===== src/mips_pkg.sv =====
package mips_pkg;

    typedef logic [31:0] word_t;

    // memory sizes in words
    localparam int imem_depth = 64;
    localparam int dmem_depth = 64;
    localparam int imem_aw    = $clog2(imem_depth);
    localparam int dmem_aw    = $clog2(dmem_depth);

    // major opcodes
    localparam logic [5:0] op_rtype = 6'h00;
    localparam logic [5:0] op_j     = 6'h02;
    localparam logic [5:0] op_beq   = 6'h04;
    localparam logic [5:0] op_addi  = 6'h08;
    localparam logic [5:0] op_lw    = 6'h23;
    localparam logic [5:0] op_sw    = 6'h2b;

    // r-type function field
    localparam logic [5:0] funct_add = 6'h20;
    localparam logic [5:0] funct_sub = 6'h22;
    localparam logic [5:0] funct_and = 6'h24;
    localparam logic [5:0] funct_or  = 6'h25;
    localparam logic [5:0] funct_slt = 6'h2a;

    // bit 2 inverts b and sets carry in, bit 1 adder side, bit 0 second mux level
    typedef logic [2:0] alu_ctrl_t;

    localparam alu_ctrl_t alu_or  = 3'b000;
    localparam alu_ctrl_t alu_and = 3'b001;
    localparam alu_ctrl_t alu_add = 3'b010;
    localparam alu_ctrl_t alu_sub = 3'b110;
    localparam alu_ctrl_t alu_slt = 3'b111;

    // operation class from the main decoder
    localparam logic [1:0] aluop_add   = 2'b00;
    localparam logic [1:0] aluop_sub   = 2'b01;
    localparam logic [1:0] aluop_funct = 2'b10;

    typedef union packed {
        struct packed {
            logic [5:0] opcode;
            logic [4:0] rs;
            logic [4:0] rt;
            logic [4:0] rd;
            logic [4:0] shamt;
            logic [5:0] funct;
        } r;
        struct packed {
            logic [5:0]  opcode;
            logic [4:0]  rs;
            logic [4:0]  rt;
            logic [15:0] imm16;
        } i;
        struct packed {
            logic [5:0]  opcode;
            logic [25:0] target26;
        } j;
    } instr_t;

endpackage

===== src/instr_mem.sv =====
`timescale 1ns/10ps

module instr_mem (
    input  logic                         clk,
    input  mips_pkg::word_t              addr,
    output mips_pkg::word_t              instr,
    input  logic                         prog_we,
    input  logic [mips_pkg::imem_aw-1:0] prog_addr,
    input  mips_pkg::word_t              prog_data
);
    import mips_pkg::*;

    // words never loaded stay 0, a harmless r-type
    word_t mem [imem_depth] = '{default: '0};

    always_ff @(posedge clk) begin
        if (prog_we) begin
            mem[prog_addr] <= prog_data;
        end
    end

    assign instr = mem[addr[imem_aw+1:2]];  // word addressed

endmodule


===== config.mk =====
export PLATFORM = sky130hd
export DESIGN_NAME = instr_mem
export DESIGN_NICKNAME = d
export VERILOG_FILES = /design/src/mips_pkg.sv /design/src/instr_mem.sv
export SDC_FILE = /design/constraint.sdc
export NUM_CORES = 2
export LEC_CHECK = 0
export ABC_CLOCK_PERIOD_IN_PS = 6200
export CELL_PAD_IN_SITES_DETAIL_PLACEMENT = 1
export CELL_PAD_IN_SITES_GLOBAL_PLACEMENT = 2
export CORE_UTILIZATION = 45
export CTS_CLUSTER_DIAMETER = 120
export DETAILED_ROUTE_END_ITERATION = 7
export DONT_BUFFER_PORTS = 1
export PLACE_DENSITY_LB_ADDON = 0.1
export SLEW_MARGIN = 20
export SYNTH_ARGS = -nofsm -noshare
export SYNTH_HDL_FRONTEND = slang
export SYNTH_SLANG_ARGS = --single-unit

===== constraint.sdc =====
create_clock -name clk -period 6.2 [get_ports clk]
set_clock_uncertainty 0.15 [all_clocks]
set_input_delay 0.62 -clock clk [delete_from_list [all_inputs] [get_ports clk]]
set_output_delay 0.62 -clock clk [all_outputs]
set_load 0.005 [all_outputs]

==> results.toml <==
[power]
leakagePower_uw = 0.0272
swShare_pct = 20.7
ir_worst_vdd_uv = 247
power.share.sequential_pct = 54.2
power.density_nw_per_um2 = 320
p_sw_uw = 5850
clkPwrFrac_pct = 41.7
p_int_uw = 22500
combPwrFrac_pct = 4.1

[status]
outcome = "complete, no violations"

[worst_hold_path]
hp-start = "prog_addr[4]"
min-delay-path-class = "in2reg"
hold-path-cell-count = 2
hold_path_end = "mem[34][15]"

[route]
routedWlPerCell_um = 35.6
vias = 36300
antenna_left = 0
drcViolationCount = 0
first_pass_iters = 7
dr.first_iter.drc_count = 4281
wirelength_um = 211000
vias_per_cell = 6.11

[placed_design]
dp.cells = 5497
hpwl_um = 109000
gp_congestion = 0.734
placed_area_um2 = 81000
port_buffers = 0

[layout]
multi_input_area_um2 = 16000
synthToLayoutAreaGrowth_pct = 13.7
fillers = 14600
final_cell_area_um2 = 88500
regArea_um2 = 61500
final_nets = 3531
fin_cells = 5947
final_util_pct = 51.5
largest_register_ffs = 2048
drive_above_1_share_pct = 27.6
reg_top3 = "mem x2048"
top_register = "mem"

[sta]
final.setup.tns_ns = 0
slew_viol_final = 0
relSlewSlack_pct = 13.7
hold_viol_final = 0
worst_slew_pin_slew_ns = 1.29
fin_hold_ws_ns = 0.266
fin_crit_ns = 4.33
period_share_pct = 69.9
fmax_ghz = 0.231
rsz0062_at_grt = "false"
report.final.setup_viol = 0

[cts]
htreeDepth = 4
clockBufferDepth = 3
clock_sinks = 2048
post_cts_resized = 0
cts_tree = "yes"
clk_pin_slew_ns = 0.06
numCtsBuffers = 206
clockRootBuffer = "clkbuf_16"

[synthesis]
yosysSeqAreaShare_pct = 79.0
synth_top_flop_cell = "edfxtp_1"
syn_avg_cell_area_um2 = 23.7
yosys_warnings = 0
synth_largest_area_cell = "edfxtp_1"
synth_nets = 3364
postSynthCellCount = 3292
synth-seq-cells = 2048
synth_top_cells_by_area = "edfxtp_1 79%, mux4_2 16%, mux2i_1 1.2%, o22ai_1 0.67%, nor2_1 0.66%"
syn_area_um2 = 77900
yosysTopAreaCellShare_pct = 79.0
synth.distinct_cells = 33
synth_edf_count = 2048
synth-async-reset-ratio_pct = 0

[floorplanning]
core_um2 = 172000
ioPinCount = 104
die_h_um = 418
dieArea_um2 = 175000
die_width_um = 418
rows = 152
initial_core_util_pct = 45.3

[global_route]
grt.overflow.total = 0
grt_pass1_wl_um = 295000
grt_max_degree = 514
track_usage_pct = 24.5
grt_pass1_vias = 38500
antenna_found_initial = 8

[job]
max-cap-violations = 0

[critical_path]
cp_max_fo = 513
arrival_ns = 3.56
crit_path_end_kind = "output pin"
required_ns = 5.43
start_kind = "input pin"
crit_type = "in2out"
## synth_stat cells, drive strengths merged (3+ instances only)
cell type     n
edfxtp     2048
mux4        544
nor2        137
buf         108
mux2i        93
o22ai        84
clkbuf       74
a21oi        62
o221ai       27
nand2        26
nor2b        15
a22oi        12
a311oi        8
nand2b        8
nor3          7
nand3         5
nand3b        5
or3b          5
a41o          4
and3          4
o32ai         4
or2           3
or3           3
## area by class of cell
type,instances,area share (%)
sequential,2048,69.5
clock inverter,118,1.00
clock buffer,263,6.14
antenna,5,0.0141
timing repair buffer,141,2.06
tap,2310,3.27
multi-input combinational,1062,18.0
## power groups by stage
stage,Sequential [µW],Clock [µW],Combinational (µW)
final,15300,11800,1160
after global routing,15300,12500,1210
after CTS,15300,12000,1160
after detailed placement,15600,0,862
after global placement,15600,0,853
after floorplan,15600,0,765
## worst max-delay path by stage
stage | start | endpoint | slack [ns]
after floorplan | prog_addr[3] | mem[48][0] | 2.27
after global placement | addr[2] | instr[27] | 2.17
after detailed placement | addr[2] | instr[27] | 2.10
after CTS | mem[60][23] | instr[23] | 2.15
after global routing | addr[2] | instr[27] | 2.06
final | addr[2] | instr[27] | 1.87
## critical path: stages
cell      delay, ns
nand3b_1       0.79
o221ai_1       0.42
a21oi_1        0.11
a21oi_1        0.77
nor2_1         0.26
## routing by layer
metal  up-vias  share of wire, %  GRT usage, %
met5         -             0.028             0
met4         8               2.0          6.11
met3       248               5.9          4.10
met2      1214                49          39.7
met1     20300                43          34.8
li1      14600                 -             -
## layout by cell type (no fill, tap or decap), types with 5 or more instances in the layout
master	synthesis	final
nand3b_1	5	5
clkbuf_1	74	54
o221ai_1	27	27
clkinv_1	0	51
bufinv_16	0	10
clkinv_2	0	41
nor2_1	137	74
nand2b_1	8	6
buf_4	25	75
nor2_4	0	62
nor3_1	7	5
clkbuf_16	0	209
dlygate4sd3_1	0	32
buf_16	0	34
a22oi_1	12	12
o22ai_1	84	84
diode_2	0	5
nand3_1	5	5
nor2b_1	15	14
inv_6	0	5
mux2i_1	93	93
clkinv_8	0	6
mux4_2	544	544
nand2_1	26	25
a21oi_1	62	62
edfxtp_1	2048	2048
a311oi_1	8	8
## cells by family after synthesis
| kind of cell | synth area share, % |
|---|---|
| AO/OA/AOI/OAI | 1.69 |
| buffers and inverters | 1.14 |
| flip-flops | 79.0 |
| multiplexers | 16.9 |
| AND/OR/NAND/NOR | 1.28 |
## stage by stage
stage / power (µW) / setup WS, ns
after global routing: 29000 / 2.06
final: 28300 / 1.87
after CTS: 28500 / 2.15
after floorplan: 16400 / 2.27
after detailed placement: 16500 / 2.10
after global placement: 16500 / 2.17
## timing repair
item                                   in CTS  in global routing
hold buffers                               64                  0
endpoints found under the hold margin    2048                  0
buffers inserted                            0                  0
Power figures use the tool's default switching activity.
