===== src/mips_pkg.sv =====
package mips_pkg;

    typedef logic [31:0] word_t;

    // memory sizes in words
    localparam int imem_depth = 64;
    localparam int dmem_depth = 64;
    localparam int imem_aw    = $clog2(imem_depth);
    localparam int dmem_aw    = $clog2(dmem_depth);

    // major opcodes
    localparam logic [5:0] op_rtype = 6'h00;
    localparam logic [5:0] op_j     = 6'h02;
    localparam logic [5:0] op_beq   = 6'h04;
    localparam logic [5:0] op_addi  = 6'h08;
    localparam logic [5:0] op_lw    = 6'h23;
    localparam logic [5:0] op_sw    = 6'h2b;

    // r-type function field
    localparam logic [5:0] funct_add = 6'h20;
    localparam logic [5:0] funct_sub = 6'h22;
    localparam logic [5:0] funct_and = 6'h24;
    localparam logic [5:0] funct_or  = 6'h25;
    localparam logic [5:0] funct_slt = 6'h2a;

    // bit 2 inverts b and sets carry in, bit 1 adder side, bit 0 second mux level
    typedef logic [2:0] alu_ctrl_t;

    localparam alu_ctrl_t alu_or  = 3'b000;
    localparam alu_ctrl_t alu_and = 3'b001;
    localparam alu_ctrl_t alu_add = 3'b010;
    localparam alu_ctrl_t alu_sub = 3'b110;
    localparam alu_ctrl_t alu_slt = 3'b111;

    // operation class from the main decoder
    localparam logic [1:0] aluop_add   = 2'b00;
    localparam logic [1:0] aluop_sub   = 2'b01;
    localparam logic [1:0] aluop_funct = 2'b10;

    typedef union packed {
        struct packed {
            logic [5:0] opcode;
            logic [4:0] rs;
            logic [4:0] rt;
            logic [4:0] rd;
            logic [4:0] shamt;
            logic [5:0] funct;
        } r;
        struct packed {
            logic [5:0]  opcode;
            logic [4:0]  rs;
            logic [4:0]  rt;
            logic [15:0] imm16;
        } i;
        struct packed {
            logic [5:0]  opcode;
            logic [25:0] target26;
        } j;
    } instr_t;

endpackage

===== src/data_mem.sv =====
`timescale 1ns/10ps

module data_mem (
    input  logic            clk,
    input  logic            rst_n,
    input  logic            we,
    input  mips_pkg::word_t addr,
    input  mips_pkg::word_t wd,
    output mips_pkg::word_t rd
);
    import mips_pkg::*;

    word_t mem [dmem_depth];

    always_ff @(posedge clk or negedge rst_n) begin
        if (!rst_n) begin
            for (int i = 0; i < dmem_depth; i++) begin
                mem[i] <= '0;
            end
        end else if (we) begin
            mem[addr[dmem_aw+1:2]] <= wd;
        end
    end

    assign rd = mem[addr[dmem_aw+1:2]];

endmodule


===== config.mk =====
export PLATFORM = sky130hd
export DESIGN_NAME = data_mem
export DESIGN_NICKNAME = d
export VERILOG_FILES = /design/src/mips_pkg.sv /design/src/data_mem.sv
export SDC_FILE = /design/constraint.sdc
export NUM_CORES = 2
export LEC_CHECK = 0
export BUFFER_PORTS_ARGS = -buffer_cell sky130_fd_sc_hd__buf_2
export CAP_MARGIN = 10
export CORE_MARGIN = 8
export CORE_UTILIZATION = 47
export DETAILED_ROUTE_END_ITERATION = 6
export PLACE_DENSITY = 0.67
export SETUP_SLACK_MARGIN = 0.15
export SYNTH_ARGS = -nofsm -noshare
export SYNTH_HDL_FRONTEND = slang
export SYNTH_SLANG_ARGS = --single-unit

===== constraint.sdc =====
create_clock -name clk -period 7.8 [get_ports clk]
set_input_delay 1.56 -clock clk [delete_from_list [all_inputs] [get_ports clk]]
set_output_delay 1.56 -clock clk [all_outputs]
set_load 0.005 [all_outputs]

==> run metrics <==
depth of the worst register-to-register path 1; register name with the most flops mem; # IOs a little under 100; post-CTS setup buffer count 0; Mapped Cells 6808; worst rel slew slack 0.0836; Final Power 26.0 mW; Starting Density 0.473; htree depth 4; largest net degree at the start of global routing 190; port bufs a little over 70; cts bufs inserted between 200 and 250; Core Area about 200000 um2; drt wl/cell ~33 um; Yosys warning total 0; synth-to-layout area growth 10.8%; CP max stage delay approximately 900 ps; crit-path max FO 24; Mapped Nets a little under 7k; min Tclk post-route approximately 6900 ps; DRC Markers 1; Reg2Reg Setup Slack ~7000 ps; total number of vias roughly 62k; biggest registers after layout mem: 2048 flops; Max Freq roughly 150 MHz; Post-synth ARST share 1.00; CP required ~6200 ps; Area contributors post-synth dfrtp_1 (56%), mux2_2 (25%), a22oi_1 (3.5%); post-synthesis cell area 92200 um2; status finished, violations left; Setup violations, final 0; vias in the first global route between 60k and 70k; Startpoint Class primary input; # resized after CTS 0; final WL between 300000 and 400000 um; initial antenna violation count 13; Largest register FFs between 2k and 2.5k; Initial DRC Count around 6.9k; Die Ht between 400 and 500 um; critical path's slowest cell nand2_2; Yosys top cell area share 0.556; CP Capture Point rd[20]; RSZ-0062 raised after global routing no; PD cells between 200 and 300 nW/um2; clk_lat worst skew approximately 880 ps; Post-synth EDFFs 0; CTS max path bufs 3; Setup Skew 0 ps; Max Cap Viol 0; post-route ant nets 0; crit path kind primary input to primary output; Synth Flop Type dfrtp_1; Die X between 400 and 500 um; Tot GR Track Use 0.284; Post-Route Setup TNS 0 ps; worst slack, placed roughly 1100 ps; Rows ~160; RD Place Congestion between 0.8 and 0.9; grt ovf 0; leading area contributor after synthesis dfrtp_1; DPL Wire Length around 170000 um; number of synthesized register bits 2048; Syn Area/Cell around 14 um2; Setup crit end kind primary output; die area ~210000 um2; leakage around 47 nW; Synth cell types 60; DRT Pass-1 Iters 7; final period utilization 0.882; layout cell share with drive strength beyond 1 0.423; failing checks DRC; post-synthesis sequential area ratio 0.556; worst hold path class flop to flop; Worst Path Arrival 5320 ps; worst vdd ir roughly 0.25 mV; Final nets approximately 6.6k; Clock Sinks approximately 2.0k; reg-to-reg startpoint mem[266]$_DFFE_PN0P_; Worst Hold Launch mem[1932]$_DFFE_PN0P_; CTS tree built; reg-to-reg critical path endpoint mem[266]$_DFFE_PN0P_; worst-margin pin slew approximately 1400 ps; crit path from addr[6]; via/cell ratio ~6.6; first-pass GRT wire length between 400000 and 500000 um; clock-pin slew on the worst setup and hold paths around 60 ps; Final Max Tran Viols 0; CP most frequent cell buf_2; cell breakdown of the critical path buf_2 -> inv_1 -> nand2_2 -> buf_4 -> o22ai_1 -> a211oi_1 -> a21oi_1 -> or4_1 -> buf_2; Hold Fails Final Rpt 0; hold_buf cts 0; CTS root buf clkbuf_16; Final WS setup between 900 and 1000 ps
kinds of logic after synthesis:
group | after synthesis | share of synthesized area
buffers and inverters | 759 | 0.0368
AOI/OAI and AO/OA | 1404 | 0.108
muxes | 2256 | 0.282
DFF | 2048 | 0.556
and+or+nand+nor | 341 | 0.0180
metal layers:
metal  wire (um)  track usage  share of wire  vias to the layer above
met5          43            0        0.00014                        -
met4       18600        0.151          0.061                        6
met3       29200       0.0674          0.096                      832
met2      134000        0.427           0.44                     3150
met1      123000        0.383           0.40                    33200
li1            -            -              -                    25000
where the power goes:
group | switching (mW) | total (mW) | leakage (nW) | internal (mW)
logic | 1.54 | 3.08 | 15.9 | 1.54
clock network | 4.37 | 10.2 | 3.44 | 5.85
registers | 0.697 | 12.7 | 27.2 | 12.0
worst max-delay path, delay by kind of cell:
kind | cells | cell delay, ps
buffers and inverters | 4 | 1790
AND/OR/NAND/NOR | 2 | 1460
AO/OA/AOI/OAI | 3 | 470
cell type report:
cell class                      instances  area [um2]
Antenna cell                           13        32.5
Clock inverter                         50         786
Clock buffer                          329        6250
Multi-Input combinational cell       4001       38000
Sequential cell                      2048       51200
Inverter                                2        7.51
Fill cell                           16300       92800
Timing Repair Buffer                  294        2610
Tap cell                             2624        3280
synthesized netlist by cell type (42+ instances only):
cell / n
a221oi_1: 273
buf_4: 42
nor2_1: 80
mux2i_1: 111
dfrtp_1: 2048
o21ai_0: 150
a21oi_1: 266
buf_1: 156
mux2_2: 2067
a22o_1: 52
clkbuf_1: 302
mux4_2: 63
a22oi_1: 428
o22ai_1: 85
nand2_1: 113
buf_2: 247
how the worst min path moves through the flow:
stage	end	cells past startpoint	slack [ps]
6_report	mem[1932]$_DFFE_PN0P_	1	490
3_3_place_gp	mem[1949]$_DFFE_PN0P_	1	470
2_1_floorplan	mem[1929]$_DFFE_PN0P_	1	450
4_1_cts	mem[1949]$_DFFE_PN0P_	1	490
3_5_place_dp	mem[1949]$_DFFE_PN0P_	1	480
5_1_grt	mem[1927]$_DFFE_PN0P_	1	500
metrics by stage:
stage                      util  area (um2)  hold WS (ps)  instances
final                     0.524      102000           489       9361
after global routing      0.524      102000           502       9351
after CTS                 0.524      102000           491       9348
after detailed placement  0.488       95200           477       8969
after global placement    0.488       95200           466       8969
after floorplan               -       92200           453       6808
cells in the final DEF, fill, tap and decap left out, types with 11 or more instances in the layout:
master	instances
o221ai_1	17
a221o_1	14
o2bb2ai_1	12
a221oi_1	273
o22ai_1	85
clkinv_2	23
a22oi_1	428
nor2_1	45
mux4_2	63
mux2i_1	111
mux2_1	15
nand2b_1	19
nor4_1	18
buf_2	68
buf_12	44
nand3_1	22
dfrtp_1	2048
a21oi_1	266
nand2_2	33
clkbuf_16	208
nand2_1	79
buf_4	179
clkbuf_8	59
nand4_1	11
mux2_2	2067
a211oi_1	27
diode_2	13
o211ai_1	21
or4_1	13
a22o_1	52
clkbuf_1	62
o21ai_0	150
nor2_4	34
No activity file was read; power rests on OpenSTA's default activity.
