[src/mips_pkg.sv]
package mips_pkg;

    typedef logic [31:0] word_t;

    // memory sizes in words
    localparam int imem_depth = 64;
    localparam int dmem_depth = 64;
    localparam int imem_aw    = $clog2(imem_depth);
    localparam int dmem_aw    = $clog2(dmem_depth);

    // major opcodes
    localparam logic [5:0] op_rtype = 6'h00;
    localparam logic [5:0] op_j     = 6'h02;
    localparam logic [5:0] op_beq   = 6'h04;
    localparam logic [5:0] op_addi  = 6'h08;
    localparam logic [5:0] op_lw    = 6'h23;
    localparam logic [5:0] op_sw    = 6'h2b;

    // r-type function field
    localparam logic [5:0] funct_add = 6'h20;
    localparam logic [5:0] funct_sub = 6'h22;
    localparam logic [5:0] funct_and = 6'h24;
    localparam logic [5:0] funct_or  = 6'h25;
    localparam logic [5:0] funct_slt = 6'h2a;

    // bit 2 inverts b and sets carry in, bit 1 adder side, bit 0 second mux level
    typedef logic [2:0] alu_ctrl_t;

    localparam alu_ctrl_t alu_or  = 3'b000;
    localparam alu_ctrl_t alu_and = 3'b001;
    localparam alu_ctrl_t alu_add = 3'b010;
    localparam alu_ctrl_t alu_sub = 3'b110;
    localparam alu_ctrl_t alu_slt = 3'b111;

    // operation class from the main decoder
    localparam logic [1:0] aluop_add   = 2'b00;
    localparam logic [1:0] aluop_sub   = 2'b01;
    localparam logic [1:0] aluop_funct = 2'b10;

    typedef union packed {
        struct packed {
            logic [5:0] opcode;
            logic [4:0] rs;
            logic [4:0] rt;
            logic [4:0] rd;
            logic [4:0] shamt;
            logic [5:0] funct;
        } r;
        struct packed {
            logic [5:0]  opcode;
            logic [4:0]  rs;
            logic [4:0]  rt;
            logic [15:0] imm16;
        } i;
        struct packed {
            logic [5:0]  opcode;
            logic [25:0] target26;
        } j;
    } instr_t;

endpackage
[src/ctrl_if.sv]
`timescale 1ns/10ps

interface ctrl_if;
    import mips_pkg::*;

    logic      reg_write;
    logic      reg_dst;     // 1 selects rd as destination
    logic      alu_src;     // 1 selects the immediate
    logic      mem_to_reg;
    logic      branch;
    logic      jump;
    logic      mem_write;
    alu_ctrl_t alu_control;

    modport ctl (
        output reg_write, reg_dst, alu_src, mem_to_reg,
        output branch, jump, mem_write, alu_control
    );

    modport dp (
        input reg_write, reg_dst, alu_src, mem_to_reg,
        input branch, jump, mem_write, alu_control
    );

endinterface

[src/datapath.sv]
`timescale 1ns/10ps

module datapath (
    input  logic             clk,
    input  logic             rst_n,
    ctrl_if.dp               ctrl,
    output mips_pkg::word_t  instr_addr,
    input  mips_pkg::instr_t instr,
    output mips_pkg::word_t  data_addr,
    output mips_pkg::word_t  write_data,
    input  mips_pkg::word_t  read_data
);
    import mips_pkg::*;

    word_t      pc;
    word_t      pc_next;
    word_t      pc_plus4;
    word_t      branch_target;
    word_t      jump_target;
    word_t      imm_ext;
    word_t      rd1;
    word_t      rd2;
    word_t      src_b;
    word_t      alu_result;
    word_t      result;
    logic [4:0] write_reg;
    logic       zero;
    logic       pc_src;

    always_ff @(posedge clk or negedge rst_n) begin
        if (!rst_n) begin
            pc <= '0;
        end else begin
            pc <= pc_next;
        end
    end

    assign pc_plus4 = pc + 32'd4;
    assign imm_ext  = {{16{instr.i.imm16[15]}}, instr.i.imm16};

    // branch offset counts words from pc + 4
    assign branch_target = pc_plus4 + {imm_ext[29:0], 2'b00};
    assign jump_target   = {pc_plus4[31:28], instr.j.target26, 2'b00};

    assign pc_src = ctrl.branch & zero;

    always_comb begin
        pc_next = pc_plus4;
        if (pc_src) begin
            pc_next = branch_target;
        end
        if (ctrl.jump) begin
            pc_next = jump_target;
        end
    end

    assign write_reg = ctrl.reg_dst ? instr.r.rd : instr.r.rt;

    reg_file u_reg_file (
        .clk   (clk),
        .rst_n (rst_n),
        .we    (ctrl.reg_write),
        .ra1   (instr.r.rs),
        .ra2   (instr.r.rt),
        .wa    (write_reg),
        .wd    (result),
        .rd1   (rd1),
        .rd2   (rd2)
    );

    assign src_b = ctrl.alu_src ? imm_ext : rd2;

    alu u_alu (
        .a           (rd1),
        .b           (src_b),
        .alu_control (ctrl.alu_control),
        .result      (alu_result),
        .zero        (zero)
    );

    // write-back select
    assign result = ctrl.mem_to_reg ? read_data : alu_result;

    assign instr_addr = pc;
    assign data_addr  = alu_result;
    assign write_data = rd2;  // sw stores rt

endmodule

[src/reg_file.sv]
`timescale 1ns/10ps

module reg_file (
    input  logic            clk,
    input  logic            rst_n,
    input  logic            we,
    input  logic [4:0]      ra1,
    input  logic [4:0]      ra2,
    input  logic [4:0]      wa,
    input  mips_pkg::word_t wd,
    output mips_pkg::word_t rd1,
    output mips_pkg::word_t rd2
);
    import mips_pkg::*;

    word_t regs [32];

    always_ff @(posedge clk or negedge rst_n) begin
        if (!rst_n) begin
            for (int i = 0; i < 32; i++) begin
                regs[i] <= '0;
            end
        end else if (we && (wa != 5'd0)) begin  // $zero is never written
            regs[wa] <= wd;
        end
    end

    assign rd1 = (ra1 == 5'd0) ? '0 : regs[ra1];
    assign rd2 = (ra2 == 5'd0) ? '0 : regs[ra2];

endmodule

[src/alu.sv]
`timescale 1ns/10ps

module alu (
    input  mips_pkg::word_t     a,
    input  mips_pkg::word_t     b,
    input  mips_pkg::alu_ctrl_t alu_control,
    output mips_pkg::word_t     result,
    output logic                zero
);
    import mips_pkg::*;

    word_t b_mux;
    word_t sum;
    word_t a_and_b;
    word_t a_or_b;
    word_t slt_word;
    word_t lvl_or_sum;
    word_t lvl_and_slt;

    // subtract is a + ~b + 1
    assign b_mux = alu_control[2] ? ~b : b;
    assign sum   = a + b_mux + {31'd0, alu_control[2]};

    assign a_and_b = a & b_mux;
    assign a_or_b  = a | b_mux;

    // sign of the difference moved to bit 0
    assign slt_word = {31'd0, sum[31]};

    assign lvl_or_sum  = alu_control[1] ? sum : a_or_b;
    assign lvl_and_slt = alu_control[1] ? slt_word : a_and_b;
    assign result      = alu_control[0] ? lvl_and_slt : lvl_or_sum;

    assign zero = (a == b);  // used by beq

endmodule

[src/flat_wrapper.sv]
// flat-port wrapper written by rule: the top's interface ports become plain ports
module datapath_flat import mips_pkg::*;
  (clk, rst_n, instr_addr, instr, data_addr, write_data, read_data, ctrl_reg_write, ctrl_reg_dst, ctrl_alu_src, ctrl_mem_to_reg, ctrl_branch, ctrl_jump, ctrl_mem_write, ctrl_alu_control);
  ctrl_if ctrl_i ();
  input  logic clk;
  input  logic rst_n;
  output mips_pkg::word_t instr_addr;
  input  mips_pkg::instr_t instr;
  output mips_pkg::word_t data_addr;
  output mips_pkg::word_t write_data;
  input  mips_pkg::word_t read_data;
  input wire logic [$bits(ctrl_i.reg_write)-1:0] ctrl_reg_write;
  input wire logic [$bits(ctrl_i.reg_dst)-1:0] ctrl_reg_dst;
  input wire logic [$bits(ctrl_i.alu_src)-1:0] ctrl_alu_src;
  input wire logic [$bits(ctrl_i.mem_to_reg)-1:0] ctrl_mem_to_reg;
  input wire logic [$bits(ctrl_i.branch)-1:0] ctrl_branch;
  input wire logic [$bits(ctrl_i.jump)-1:0] ctrl_jump;
  input wire logic [$bits(ctrl_i.mem_write)-1:0] ctrl_mem_write;
  input wire logic [$bits(ctrl_i.alu_control)-1:0] ctrl_alu_control;
  assign ctrl_i.reg_write = ctrl_reg_write;
  assign ctrl_i.reg_dst = ctrl_reg_dst;
  assign ctrl_i.alu_src = ctrl_alu_src;
  assign ctrl_i.mem_to_reg = ctrl_mem_to_reg;
  assign ctrl_i.branch = ctrl_branch;
  assign ctrl_i.jump = ctrl_jump;
  assign ctrl_i.mem_write = ctrl_mem_write;
  assign ctrl_i.alu_control = ctrl_alu_control;
  datapath u_core (.clk(clk), .rst_n(rst_n), .ctrl(ctrl_i), .instr_addr(instr_addr), .instr(instr), .data_addr(data_addr), .write_data(write_data), .read_data(read_data));
endmodule
[config.mk]
export PLATFORM = sky130hd
export DESIGN_NAME = datapath_flat
export DESIGN_NICKNAME = d
export VERILOG_FILES = /design/src/mips_pkg.sv /design/src/ctrl_if.sv /design/src/datapath.sv /design/src/reg_file.sv /design/src/alu.sv /design/src/flat_wrapper.sv
export SDC_FILE = /design/constraint.sdc
export NUM_CORES = 2
export LEC_CHECK = 0
export BUFFER_PORTS_ARGS = -buffer_cell sky130_fd_sc_hd__buf_2
export CAP_MARGIN = 25
export CORE_UTILIZATION = 64
export DETAILED_ROUTE_END_ITERATION = 8
export MAX_ROUTING_LAYER = met4
export PLACE_DENSITY = 0.78
export REMOVE_ABC_BUFFERS = 1
export SLEW_MARGIN = 30
export SYNTH_ARGS = -nofsm -noshare
export SYNTH_HDL_FRONTEND = slang
export SYNTH_HIERARCHICAL = 1
export SYNTH_SLANG_ARGS = --single-unit
[constraint.sdc]
create_clock -name clk -period 6.5 [get_ports clk]
set_input_delay 0.65 -clock clk [delete_from_list [all_inputs] [get_ports clk]]
set_output_delay 0.65 -clock clk [all_outputs]
set_load 0.01 [all_outputs]
==> key figures <==
Placed design
  – Port bufs: 162
  – Dpl hpwl: 130000 µm
  – GP Congestion: 0.993
  – Place WS: -0.337 ns

Finish
  – Fin util: 72.9%
  – Fillers: 6236
  – Area Growth Syn to Fin: 12.0%
  – Share of layout cells above drive strength 1: 47.5%
  – Most common cell after layout, fill and taps aside: mux2_2
  – Footprint of the multi-input gates: 33600 µm²
  – Seq. cell area: 26400 µm²
  – Most frequent cells in the layout: 1077 x mux2_2, 1054 x dfrtp_1, 469 x mux4_2, 200 x buf_4, 161 x mux2i_1
  – # nets final: 4857

GRT
  – First-pass GRT wire length: 298000 µm
  – Vias in the first global route: 44700
  – Total grt overflow: 0
  – Tot GR Track Use: between 40% and 50%
  – Initial antenna violation count: 13
  – Largest net degree at the start of global routing: roughly 190

Die
  – DIE WIDTH: 314 µm
  – I/O pins: around 170
  – Die Y-Extent: 314 µm
  – FP Rows: 113
  – Core region area: 95600 µm²
  – Starting Density: about two thirds
  – Die Footprint: 98400 µm²

Detailed routing
  – Drt wl/cell: 33.5 µm
  – DRC violations left: 2
  – Post-DRT Antenna Nets: 0
  – Via Count: 44300
  – Drt initial violations: 5596
  – Vias per std cell: 7.33
  – Drt first pass iters: 8
  – Final WL: 203000 µm

Power and ir drop
  – Logic pwr share: 30.2%
  – Sequential power share: 41.6%
  – Power per Cell Area: 340 nW/µm²
  – Lkg Pwr: 31.1 nW
  – Switching Share: 31.5%
  – Psw: 7.44 mW
  – Total Power: roughly 24 mW
  – VDD IR max: 0.269 mV
  – Cell Int Power: 16.2 mW
  – Clock share of power: 28.2%

STA
  – Slew margin rel.: 28.0%
  – Hold Violations, Final: 0
  – Final worst path period share: between 90% and 100%
  – Worst Tran Pin Value: 1.08 ns
  – Worst setup margin: 0.0864 ns
  – Min cycle time layout: between 6 and 7 ns
  – # setup viols final: 0
  – F_max: roughly 160 MHz
  – Clk_skew: 0.0383 ns
  – Fin. max-slew vios: 0
  – Setup TNS: 0 ns
  – RSZ-0062 raised after global routing: no

Synthesis
  – Post-synth EDFFs: 0
  – Synth top area share: between 40% and 50%
  – Prevailing post-synth register cell: dfrtp_1
  – Sequential area share after synthesis: between 40% and 50%
  – Avg Cell Area, Syn: 13.5 µm²
  – Fraction of registers with async set/reset: 100%
  – Synth area leaders: dfrtp_1 42%, mux2_2 20%, mux4_2 17%
  – Yosys reg bits: 1054
  – Yosys cell types: 92
  – Post-synthesis instance area: 62100 µm²
  – Synth Instances: 4599
  – Synth Warn #: 6
  – Synth area leader: dfrtp_1

Clocking
  – H-tree lvl count: 3
  – Sink Count: 1054
  – CTS tree: done
  – Hold Buf Count CTS: 0
  – CTS Buf Count: between 100 and 150
  – Clock latency at the later pin of the worst-skew pair: 0.73 ns
  – CTS clk-pin slew, worst paths: 0.06 ns
  – CTS root buffer: clkbuf_16
  – CTS max path bufs: 3

Critical path
  – Flop-to-flop setup slack: 0.85 ns
  – Worst R2R Path Depth: 20
  – Crit Path Class: input port to output pin
  – CP required: 5.85 ns
  – Startpoint types: input port
  – Crit Path Max Fanout: 52
  – Crit. Startpoint: instr[18]
  – Reg2reg end: u_core/u_reg_file/regs[254]
  – Critical Path End: data_addr[31]
  – FF-to-FF Start: u_core/u_reg_file/regs[545]
  – Critical Path AT: 5.76 ns
  – Crit path capture type: output pin

Job
  – Max Cap Violations: 0

Outcome
  – Status: finished, violations left
  – Failing checks: design-rule violations

Hold path
  – Type of the worst min-delay path: input port to asynchronous set/reset pin
==> how the worst min path moves through the flow <==
stage	end	slack [ns]	cells after the start
after floorplan	u_core/instr_addr[10]	0.35	0
after global placement	u_core/u_reg_file/regs[1017]	0.38	0
after detailed placement	u_core/u_reg_file/regs[1005]	0.39	0
after CTS	u_core/u_reg_file/regs[982]	0.01	1
after global routing	u_core/u_reg_file/regs[982]	0.06	1
final	u_core/u_reg_file/regs[982]	0.02	1
==> critical path, stage by stage <==
cell,delay [ns]
clkbuf_8,0.19
buf_12,0.36
nor2b_4,0.26
buf_12,0.22
a2111oi_1,0.13
nor3_1,0.54
inv_1,0.25
o21ai_0,0.49
xor2_1,0.33
inv_1,0.08
ha_1,0.37
buf_4,0.15
and3_1,0.27
nand3_1,0.15
a211o_1,0.37
and3_4,0.21
o32ai_2,0.25
buf_4,0.19
buf_2,0.13
==> cell families after synthesis <==
kind of cell	synth area share, %
buf+inv	4.03
flops	42.4
simple gates	3.53
compound gates	6.73
fa+ha+maj	2.16
other cells	0.00603
xor+xnor	1.90
mux	39.2
==> synthesized netlist by cell type (6+ instances only) <==
library cell / n
mux2i_1: 161
nor4_1: 15
buf_4: 36
o211ai_1: 15
a211oi_1: 47
and2_1: 6
o21a_1: 19
buf_1: 69
nor3_1: 74
nor2b_1: 26
buf_6: 14
clkbuf_1: 250
nand4_1: 19
a22oi_1: 18
a22o_1: 52
or3_1: 6
and3_1: 17
nand2_1: 104
a21oi_1: 101
ha_1: 104
o221ai_1: 28
inv_1: 102
nand3_1: 37
a21o_1: 26
o22ai_1: 99
xnor2_1: 40
a2111oi_0: 26
o21ai_0: 57
dfrtp_1: 1054
mux2_2: 1077
mux4_2: 469
nor2_1: 100
o21bai_1: 8
xor2_1: 95
a31oi_1: 8
nand2b_1: 12
buf_2: 99
==> sequential cells by signal (all words and copies together) (netlist names) <==
name / count
u_core/u_reg_file/regs: 1024
u_core/instr_addr: 30
==> stage by stage <==
step	instance area (µm²)	cells	hold WS, ns
after CTS	69300	6030	0.0143
final	69600	6048	0.0152
after global placement	65200	5812	0.377
after global routing	69600	6047	0.0560
after detailed placement	65500	5821	0.386
after floorplan	60000	4132	0.354
==> power by group through the flow <==
stage / Sequential (mW) / Clock (mW) / Combinational (mW)
final: 9.84 / 6.67 / 7.14
after global routing: 10.0 / 6.96 / 7.57
after CTS: 9.74 / 6.70 / 7.01
after detailed placement: 9.82 / 0 / 6.93
after global placement: 9.67 / 0 / 6.72
after floorplan: 9.32 / 0 / 4.95
==> final cells by class <==
cell class | instances | share of cell area (%)
diodes | 12 | 0.0431
inverters | 103 | 0.555
repair buffers | 430 | 5.49
flip-flops and latches | 1054 | 37.9
clock buffers | 163 | 4.67
well taps | 1265 | 2.27
clock inverters | 46 | 0.823
multi-input cells | 2975 | 48.3
==> per-layer routing <==
| layer | wire (µm) | global-route usage [%] | up-vias |
|---|---|---|---|
| met5 | 0 | - | - |
| met4 | 11300 | 21.4 | 0 |
| met3 | 23400 | 11.5 | 663 |
| met2 | 91700 | 62.0 | 2861 |
| met1 | 76300 | 56.6 | 23100 |
| li1 | - | - | 17700 |
==> what timing repair did <==
action,in CTS,in global routing
setup buffers,0,1
pin swaps,0,3
setup endpoints to repair,3,12
resized for setup,5,32
(Power assumes the default switching activity.)
