File: src/mips_pkg.sv
package mips_pkg;

    typedef logic [31:0] word_t;

    // memory sizes in words
    localparam int imem_depth = 64;
    localparam int dmem_depth = 64;
    localparam int imem_aw    = $clog2(imem_depth);
    localparam int dmem_aw    = $clog2(dmem_depth);

    // major opcodes
    localparam logic [5:0] op_rtype = 6'h00;
    localparam logic [5:0] op_j     = 6'h02;
    localparam logic [5:0] op_beq   = 6'h04;
    localparam logic [5:0] op_addi  = 6'h08;
    localparam logic [5:0] op_lw    = 6'h23;
    localparam logic [5:0] op_sw    = 6'h2b;

    // r-type function field
    localparam logic [5:0] funct_add = 6'h20;
    localparam logic [5:0] funct_sub = 6'h22;
    localparam logic [5:0] funct_and = 6'h24;
    localparam logic [5:0] funct_or  = 6'h25;
    localparam logic [5:0] funct_slt = 6'h2a;

    // bit 2 inverts b and sets carry in, bit 1 adder side, bit 0 second mux level
    typedef logic [2:0] alu_ctrl_t;

    localparam alu_ctrl_t alu_or  = 3'b000;
    localparam alu_ctrl_t alu_and = 3'b001;
    localparam alu_ctrl_t alu_add = 3'b010;
    localparam alu_ctrl_t alu_sub = 3'b110;
    localparam alu_ctrl_t alu_slt = 3'b111;

    // operation class from the main decoder
    localparam logic [1:0] aluop_add   = 2'b00;
    localparam logic [1:0] aluop_sub   = 2'b01;
    localparam logic [1:0] aluop_funct = 2'b10;

    typedef union packed {
        struct packed {
            logic [5:0] opcode;
            logic [4:0] rs;
            logic [4:0] rt;
            logic [4:0] rd;
            logic [4:0] shamt;
            logic [5:0] funct;
        } r;
        struct packed {
            logic [5:0]  opcode;
            logic [4:0]  rs;
            logic [4:0]  rt;
            logic [15:0] imm16;
        } i;
        struct packed {
            logic [5:0]  opcode;
            logic [25:0] target26;
        } j;
    } instr_t;

endpackage
File: src/ctrl_if.sv
`timescale 1ns/10ps

interface ctrl_if;
    import mips_pkg::*;

    logic      reg_write;
    logic      reg_dst;     // 1 selects rd as destination
    logic      alu_src;     // 1 selects the immediate
    logic      mem_to_reg;
    logic      branch;
    logic      jump;
    logic      mem_write;
    alu_ctrl_t alu_control;

    modport ctl (
        output reg_write, reg_dst, alu_src, mem_to_reg,
        output branch, jump, mem_write, alu_control
    );

    modport dp (
        input reg_write, reg_dst, alu_src, mem_to_reg,
        input branch, jump, mem_write, alu_control
    );

endinterface

File: src/controller.sv
`timescale 1ns/10ps

module controller (
    input  mips_pkg::instr_t instr,
    input  logic             rst_n,
    ctrl_if.ctl              ctrl
);
    import mips_pkg::*;

    logic [1:0] alu_op;
    logic       reg_write_dec;
    logic       mem_write_dec;
    logic       funct_valid;

    // main decoder
    always_comb begin
        reg_write_dec   = 1'b0;
        mem_write_dec   = 1'b0;
        ctrl.reg_dst    = 1'b0;
        ctrl.alu_src    = 1'b0;
        ctrl.mem_to_reg = 1'b0;
        ctrl.branch     = 1'b0;
        ctrl.jump       = 1'b0;
        alu_op          = aluop_add;
        case (instr.r.opcode)
            op_rtype: begin
                reg_write_dec = 1'b1;
                ctrl.reg_dst  = 1'b1;
                alu_op        = aluop_funct;
            end
            op_lw: begin
                reg_write_dec   = 1'b1;
                ctrl.alu_src    = 1'b1;
                ctrl.mem_to_reg = 1'b1;
            end
            op_sw: begin
                mem_write_dec = 1'b1;
                ctrl.alu_src  = 1'b1;
            end
            op_beq: begin
                ctrl.branch = 1'b1;
                alu_op      = aluop_sub;
            end
            op_addi: begin
                reg_write_dec = 1'b1;
                ctrl.alu_src  = 1'b1;
            end
            op_j:    ctrl.jump = 1'b1;
            default: ;  // unknown opcode, nothing is written
        endcase
    end

    // alu decoder
    always_comb begin
        funct_valid = 1'b1;
        case (alu_op)
            aluop_add: ctrl.alu_control = alu_add;
            aluop_sub: ctrl.alu_control = alu_sub;
            default: begin
                case (instr.r.funct)
                    funct_add: ctrl.alu_control = alu_add;
                    funct_sub: ctrl.alu_control = alu_sub;
                    funct_and: ctrl.alu_control = alu_and;
                    funct_or:  ctrl.alu_control = alu_or;
                    funct_slt: ctrl.alu_control = alu_slt;
                    default: begin
                        ctrl.alu_control = alu_add;
                        funct_valid      = 1'b0;  // e.g. the all-zero word
                    end
                endcase
            end
        endcase
    end

    // no state changes while reset is held
    assign ctrl.reg_write = rst_n & funct_valid & reg_write_dec;
    assign ctrl.mem_write = rst_n & mem_write_dec;

endmodule

File: src/flat_wrapper.sv
// flat-port wrapper written by rule: the top's interface ports become plain ports
module controller_flat import mips_pkg::*;
  (instr, rst_n, ctrl_reg_write, ctrl_reg_dst, ctrl_alu_src, ctrl_mem_to_reg, ctrl_branch, ctrl_jump, ctrl_mem_write, ctrl_alu_control);
  ctrl_if ctrl_i ();
  input  mips_pkg::instr_t instr;
  input  logic rst_n;
  output wire logic [$bits(ctrl_i.reg_write)-1:0] ctrl_reg_write;
  output wire logic [$bits(ctrl_i.reg_dst)-1:0] ctrl_reg_dst;
  output wire logic [$bits(ctrl_i.alu_src)-1:0] ctrl_alu_src;
  output wire logic [$bits(ctrl_i.mem_to_reg)-1:0] ctrl_mem_to_reg;
  output wire logic [$bits(ctrl_i.branch)-1:0] ctrl_branch;
  output wire logic [$bits(ctrl_i.jump)-1:0] ctrl_jump;
  output wire logic [$bits(ctrl_i.mem_write)-1:0] ctrl_mem_write;
  output wire logic [$bits(ctrl_i.alu_control)-1:0] ctrl_alu_control;
  assign ctrl_reg_write = ctrl_i.reg_write;
  assign ctrl_reg_dst = ctrl_i.reg_dst;
  assign ctrl_alu_src = ctrl_i.alu_src;
  assign ctrl_mem_to_reg = ctrl_i.mem_to_reg;
  assign ctrl_branch = ctrl_i.branch;
  assign ctrl_jump = ctrl_i.jump;
  assign ctrl_mem_write = ctrl_i.mem_write;
  assign ctrl_alu_control = ctrl_i.alu_control;
  controller u_core (.instr(instr), .rst_n(rst_n), .ctrl(ctrl_i));
endmodule
File: config.mk
export PLATFORM = sky130hd
export DESIGN_NAME = controller_flat
export DESIGN_NICKNAME = d
export VERILOG_FILES = /design/src/mips_pkg.sv /design/src/ctrl_if.sv /design/src/controller.sv /design/src/flat_wrapper.sv
export SDC_FILE = /design/constraint.sdc
export NUM_CORES = 1
export LEC_CHECK = 0
export ABC_CLOCK_PERIOD_IN_PS = 1200
export BUFFER_PORTS_ARGS = -buffer_cell sky130_fd_sc_hd__buf_4
export CORE_AREA = 2 2 39 41
export DETAILED_ROUTE_END_ITERATION = 6
export DIE_AREA = 0 0 41 43
export GPL_TIMING_DRIVEN = 0
export PLACE_DENSITY = 0.66
export SLEW_MARGIN = 5
export SYNTH_ARGS = -nofsm -noshare
export SYNTH_HDL_FRONTEND = slang
export SYNTH_SLANG_ARGS = --single-unit
File: constraint.sdc
create_clock -name vclk -period 1.2
set_input_delay 0.18 -clock vclk [all_inputs]
set_output_delay 0.18 -clock vclk [all_outputs]
set_load 0.02 [all_outputs]
==> results.cfg, run 1 <==
[global_route]
grt_pass1_wl_mm = 1.08
grt_start_max_net_pins = 9
antenna_found_initial = 0
global_route.overflow_total = 0
total_routing_usage_gr = 0.0809
first_global_vias = 271

[timing]
report.final.slew_viol_count = 0
post-route-period-util = 1.17
final.hold.worst_slack_ns = 0.674
final-setup-viol-count = 6
layout_min_cycle_time_ns = 1.40
achievable-frequency_mhz = 713
setup_ws_ns = -0.203
timing.final.hold_violations = 0
unrepaired_setup_endpoints_after_global_routing = yes
slew_at_the_pin_with_the_worst_max_slew_slack_ns = 0.291
timing.max_slew.rel_slack = 0.805

[job]
drv.max_cap_violation_count = 0

[floorplan]
die_area_um2 = 1760
core_area_um2 = 1380
die_h_um = 43
initial_core_util = 0.144
chipWidth_um = 41
row_count = 14
io_pins = 43

[setup_path]
crit_path_end_kind = primary output
crit_chain = buf_6, or3_4, buf_4, buf_6, nor4_4, buf_4
critPathMaxStageDelay_ns = 0.40
worst-path-buf-inv = 4
critical-path-slowest-cell = sky130_fd_sc_hd__or3_4
setup.worst_path.start_class = input pin
worstPathRequired_ns = 1.02
setup.worst_path.class = in -> out
worst_path_dominant_cell_family = buffers and inverters
critPathMaxFanout = 3
critical_path_arrival_ns = 1.22

[yosys]
total_number_of_yosys_warnings = 0
synth_sequential_area_ratio = 0
synthDistinctLibCells = 21
avgSynthCellArea_um2 = 6.86
synthCells = 29
post_synth_instance_area_um2 = 199
postSynthNetCount = 62

[power_and_ir_drop]
pwr-share-seq = 0
power.clock.fraction = 0
ir_drop_uv = 81.8
power-per-cell-area_nw_per_um2 = 232
net-switching-power_mw = 0.0550
comb_power_share = 1.000
cellInternalPower_mw = 0.0627
static-leakage-power_nw = 0.212
p_sw_frac = 0.467

[hold_path]
hp-class = in -> out
hold_end = ctrl_alu_control[1]
worstHoldPathCells = 4
hold_path.startpoint = instr[4]

[placed_design]
dp.final_hpwl_um = 559
placedInstanceArea_um2 = 398
place_congestion = 0.707
port_buffers = 22

[detailed_routing]
first_pass_iters = 2
via_per_inst = 4.44
post-route-drc-count = 0
totalWireLength_um = 753
detailroute.via_count = 320
drt_first_iter_violations = 1
number_of_nets_still_failing_antenna_checks_after_routing = 0
drt-wirelength-per-cell_um = 10.5

[finish]
finalInstanceArea_um2 = 507
area_grow_syn2layout_pct = 155
design.seq.count = 0
layout-drive-gt1-share = 0.750
clockBufferCount = 0
antenna-diode-count = 0
seq_area_um2 = 0
final_nets = 91

[run_status]
violations_in_the_final_reports = negative setup slack
result_of_the_run = finished with violations

[clocking]
post_cts_hold_buffer_count = 0
[synthesized netlist by cell type (2+ instances only)]
cell type                  n  area share
sky130_fd_sc_hd__nor2_1    4       0.075
sky130_fd_sc_hd__nand2_1   3       0.057
sky130_fd_sc_hd__nor3_1    3       0.075
sky130_fd_sc_hd__nand2b_1  2       0.063
[logic make-up after synthesis]
logic type | after synthesis | synth area share
buf+inv | 1 | 0.0251
compound gates | 5 | 0.176
simple gates | 22 | 0.748
mux | 1 | 0.0503
[area by class of cell]
| cell class | count | area [um^2] |
|---|---|---|
| multi-input combinational | 28 | 256 |
| timing repair buffer | 27 | 225 |
| fill | 148 | 877 |
| buffer | 1 | 5.00 |
| tap | 16 | 20.0 |
[tightest hold or removal path, delay by kind of cell]
family        cells  cell delay, ns
buf+inv           2            0.19
simple gates      2            0.12
[power groups by stage]
stage	clock network (mW)	registers [mW]	logic [mW]
2_1_floorplan	0	0	0.0380
3_3_place_gp	0	0	0.0900
3_5_place_dp	0	0	0.0914
4_1_cts	0	0	0.109
5_1_grt	0	0	0.127
6_report	0	0	0.118
[layout by cell type (no fill, tap or decap), types with 2 or more instances in the layout]
master / instances
sky130_fd_sc_hd__buf_6: 6
sky130_fd_sc_hd__buf_4: 21
sky130_fd_sc_hd__nor3_2: 2
sky130_fd_sc_hd__nand2_1: 3
sky130_fd_sc_hd__nor2_1: 4
sky130_fd_sc_hd__and4b_2: 2
sky130_fd_sc_hd__nor4_4: 2
[metrics by stage]
| stage | total power [mW] | cells | setup WS (ns) | TNS (ns) | utilization |
|---|---|---|---|---|---|
| 5_1_grt | 0.127 | 72 | -0.262 | -1.32 | 0.366 |
| 4_1_cts | 0.109 | 71 | -0.211 | -0.949 | 0.343 |
| 3_5_place_dp | 0.0914 | 67 | -0.306 | -0.937 | 0.288 |
| 3_3_place_gp | 0.0900 | 67 | -0.287 | -0.894 | 0.288 |
| 2_1_floorplan | 0.0380 | 29 | -0.257 | -0.654 | - |
| 6_report | 0.118 | 72 | -0.203 | -0.965 | 0.366 |
[routing by layer]
metal	vias up	share of wire	wire [um]	GRT usage
met2	16	0.46	350	0.128
met5	-	0	0	0
met4	0	0	0	0
met3	0	0.086	65	0
li1	168	-	-	-
met1	136	0.45	337	0.127
[worst max path at each step]
stage / start / endpoint / slack (ns) / cells past startpoint
global route: instr[26] / ctrl_alu_control[0] / -0.26 / 5
detailed placement: instr[26] / ctrl_alu_control[0] / -0.31 / 5
finish: instr[26] / ctrl_alu_control[2] / -0.20 / 6
global placement: instr[26] / ctrl_alu_control[0] / -0.29 / 5
CTS: instr[26] / ctrl_alu_control[0] / -0.21 / 5
floorplan: instr[26] / ctrl_alu_control[0] / -0.26 / 3
[timing repair]
| action | 4_1_cts | 5_1_grt |
|---|---|---|
| setup buffers | 4 | 2 |
| gates resized for setup | 10 | 5 |
| gates cloned | 0 | 0 |
| endpoints found under the setup margin | 6 | 8 |
| pin swaps | 2 | 3 |
Note: power is estimated with default switching activity, not from simulation.
==> inputs of run 2 (changes only) <==
--- a/config.mk
+++ b/config.mk
@@ -7,11 +7,14 @@
 export LEC_CHECK = 0
 export ABC_CLOCK_PERIOD_IN_PS = 1200
 export BUFFER_PORTS_ARGS = -buffer_cell sky130_fd_sc_hd__buf_4
-export CORE_AREA = 2 2 39 41
+export CELL_PAD_IN_SITES_DETAIL_PLACEMENT = 0
+export CELL_PAD_IN_SITES_GLOBAL_PLACEMENT = 1
+export CORE_MARGIN = 2
+export CORE_UTILIZATION = 13
 export DETAILED_ROUTE_END_ITERATION = 6
-export DIE_AREA = 0 0 41 43
 export GPL_TIMING_DRIVEN = 0
-export PLACE_DENSITY = 0.66
+export PLACE_DENSITY = 0.95
+export SETUP_SLACK_MARGIN = 0.05
 export SLEW_MARGIN = 5
 export SYNTH_ARGS = -nofsm -noshare
 export SYNTH_HDL_FRONTEND = slang
==> results.cfg, run 2 (synthesis results as in run 1) <==
[run_status]
result_of_the_run = finished with violations
violations_in_the_final_reports = negative setup slack

[setup_path]
critPathMaxFanout = 3
critPathMaxStageDelay_ns = 0.42
setup.worst_path.class = in -> out
crit_chain = buf_6, or3_4, nor4_4, buf_4, nand3_2, buf_6
worst_path_dominant_cell_family = simple AND/OR/NAND/NOR gates
critical-path-slowest-cell = sky130_fd_sc_hd__or3_4
critical_path_arrival_ns = 1.25
cp.depth = 6
worst-path-buf-inv = 3
crit_path_end_kind = primary output
worstPathRequired_ns = 1.02
setup.worst_path.start_class = input pin
critical-path-top-cell-by-count = sky130_fd_sc_hd__buf_6

[timing]
layout_min_cycle_time_ns = 1.43
timing.max_slew.rel_slack = 0.772
post-route-period-util = 1.19
timing.final.hold_violations = 0
setup_ws_ns = -0.231
unrepaired_setup_endpoints_after_global_routing = yes
slew_at_the_pin_with_the_worst_max_slew_slack_ns = 0.342
achievable-frequency_mhz = 699
report.final.slew_viol_count = 0
final-setup-viol-count = 7

[detailed_routing]
drt-wirelength-per-cell_um = 11.5
totalWireLength_um = 831
post-route-drc-count = 0
detailroute.via_count = 322
first_pass_iters = 1
number_of_nets_still_failing_antenna_checks_after_routing = 0
via_per_inst = 4.47
drt_first_iter_violations = 0

[global_route]
use_met3 = 0.00426
total_routing_usage_gr = 0.0871
met2_capacity_usage_during_global_routing = 0.170
global_route.overflow_total = 0
first_global_vias = 312
grt_start_max_net_pins = 9
antenna_found_initial = 0
grt_pass1_wl_mm = 1.32
grt_util_met1 = 0.109
most_congested_layer_reported_by_global_routing = met2

[finish]
layout-drive-gt1-share = 0.732
antenna-diode-count = 0
final_cell_count_no_fill = 72
most_common_cell_after_layout_fill_and_taps_aside = sky130_fd_sc_hd__buf_4
clockBufferCount = 0
most-common-layout-cells = sky130_fd_sc_hd__buf_4, sky130_fd_sc_hd__buf_6, sky130_fd_sc_hd__nor2_1
n_fill_cell = 171
multi_input_comb_area_um2 = 240
final_nets = 91
design.seq.count = 0
area_grow_syn2layout_pct = 153
seq_area_um2 = 0

[power_and_ir_drop]
power-per-cell-area_nw_per_um2 = 236
ir_drop_uv = 100
static-leakage-power_nw = 0.212

[placed_design]
port_buffers = 22
placed_cells = 67
dp.final_hpwl_um = 571
place_congestion = 0.700
detailedPlace.worstSlack_ns = -0.296

[floorplan]
die_h_um = 43.1
io_pins = 43
row_count = 14
chipWidth_um = 43.1
initial_core_util = 0.135
die_area_um2 = 1860
core_area_um2 = 1470

[hold_path]
hp-class = in -> out
worstHoldPathCells = 3

[job]
drv.max_cap_violation_count = 0
run 2: metrics by stage:
step	utilization	hold slack, ns	total power, mW	TNS [ns]	instance area [um^2]
final	0.342	0.688	0.119	-1.18	503
after global placement	0.270	0.692	0.0900	-0.878	398
after detailed placement	0.270	0.690	0.0915	-0.915	398
after CTS	0.328	0.674	0.111	-1.06	483
after global routing	0.342	0.705	0.128	-1.43	503
after floorplan	-	0.401	0.0380	-0.654	213
run 2: final timing paths:
check	end	start	slack (ns)
worst max-delay path	ctrl_alu_control[1]	instr[26]	-0.23
worst min-delay path	ctrl_alu_src	instr[28]	0.69
run 2: per-layer routing:
| layer | share of wire | up-vias | wire (um) |
|---|---|---|---|
| met4 | 0 | 0 | 0 |
| met2 | 0.55 | 11 | 456 |
| met3 | 0.067 | 0 | 56 |
| met5 | 0 | - | 0 |
| met1 | 0.38 | 143 | 318 |
| li1 | - | 168 | - |
run 2: final cells by class:
| class | count | area share |
|---|---|---|
| Buffer | 1 | 0.00995 |
| Timing Repair Buffer | 27 | 0.473 |
| Tap cell | 16 | 0.0398 |
| Multi-Input combinational cell | 28 | 0.478 |
run 2: what timing repair did:
item / in CTS / in global routing
resized for setup: 10 / 3
pin swaps: 1 / 4
endpoints found under the hold margin: 0 / 0
endpoints found under the setup margin: 6 / 8
hold buffers: 0 / 0
setup buffers: 4 / 1
run 2: where the power goes:
group | internal, mW | switching [mW] | leakage (nW)
logic | 0.0647 | 0.0543 | 0.212
registers | 0 | 0 | 0
clock network | 0 | 0 | 0
total | 0.0647 | 0.0543 | 0.212
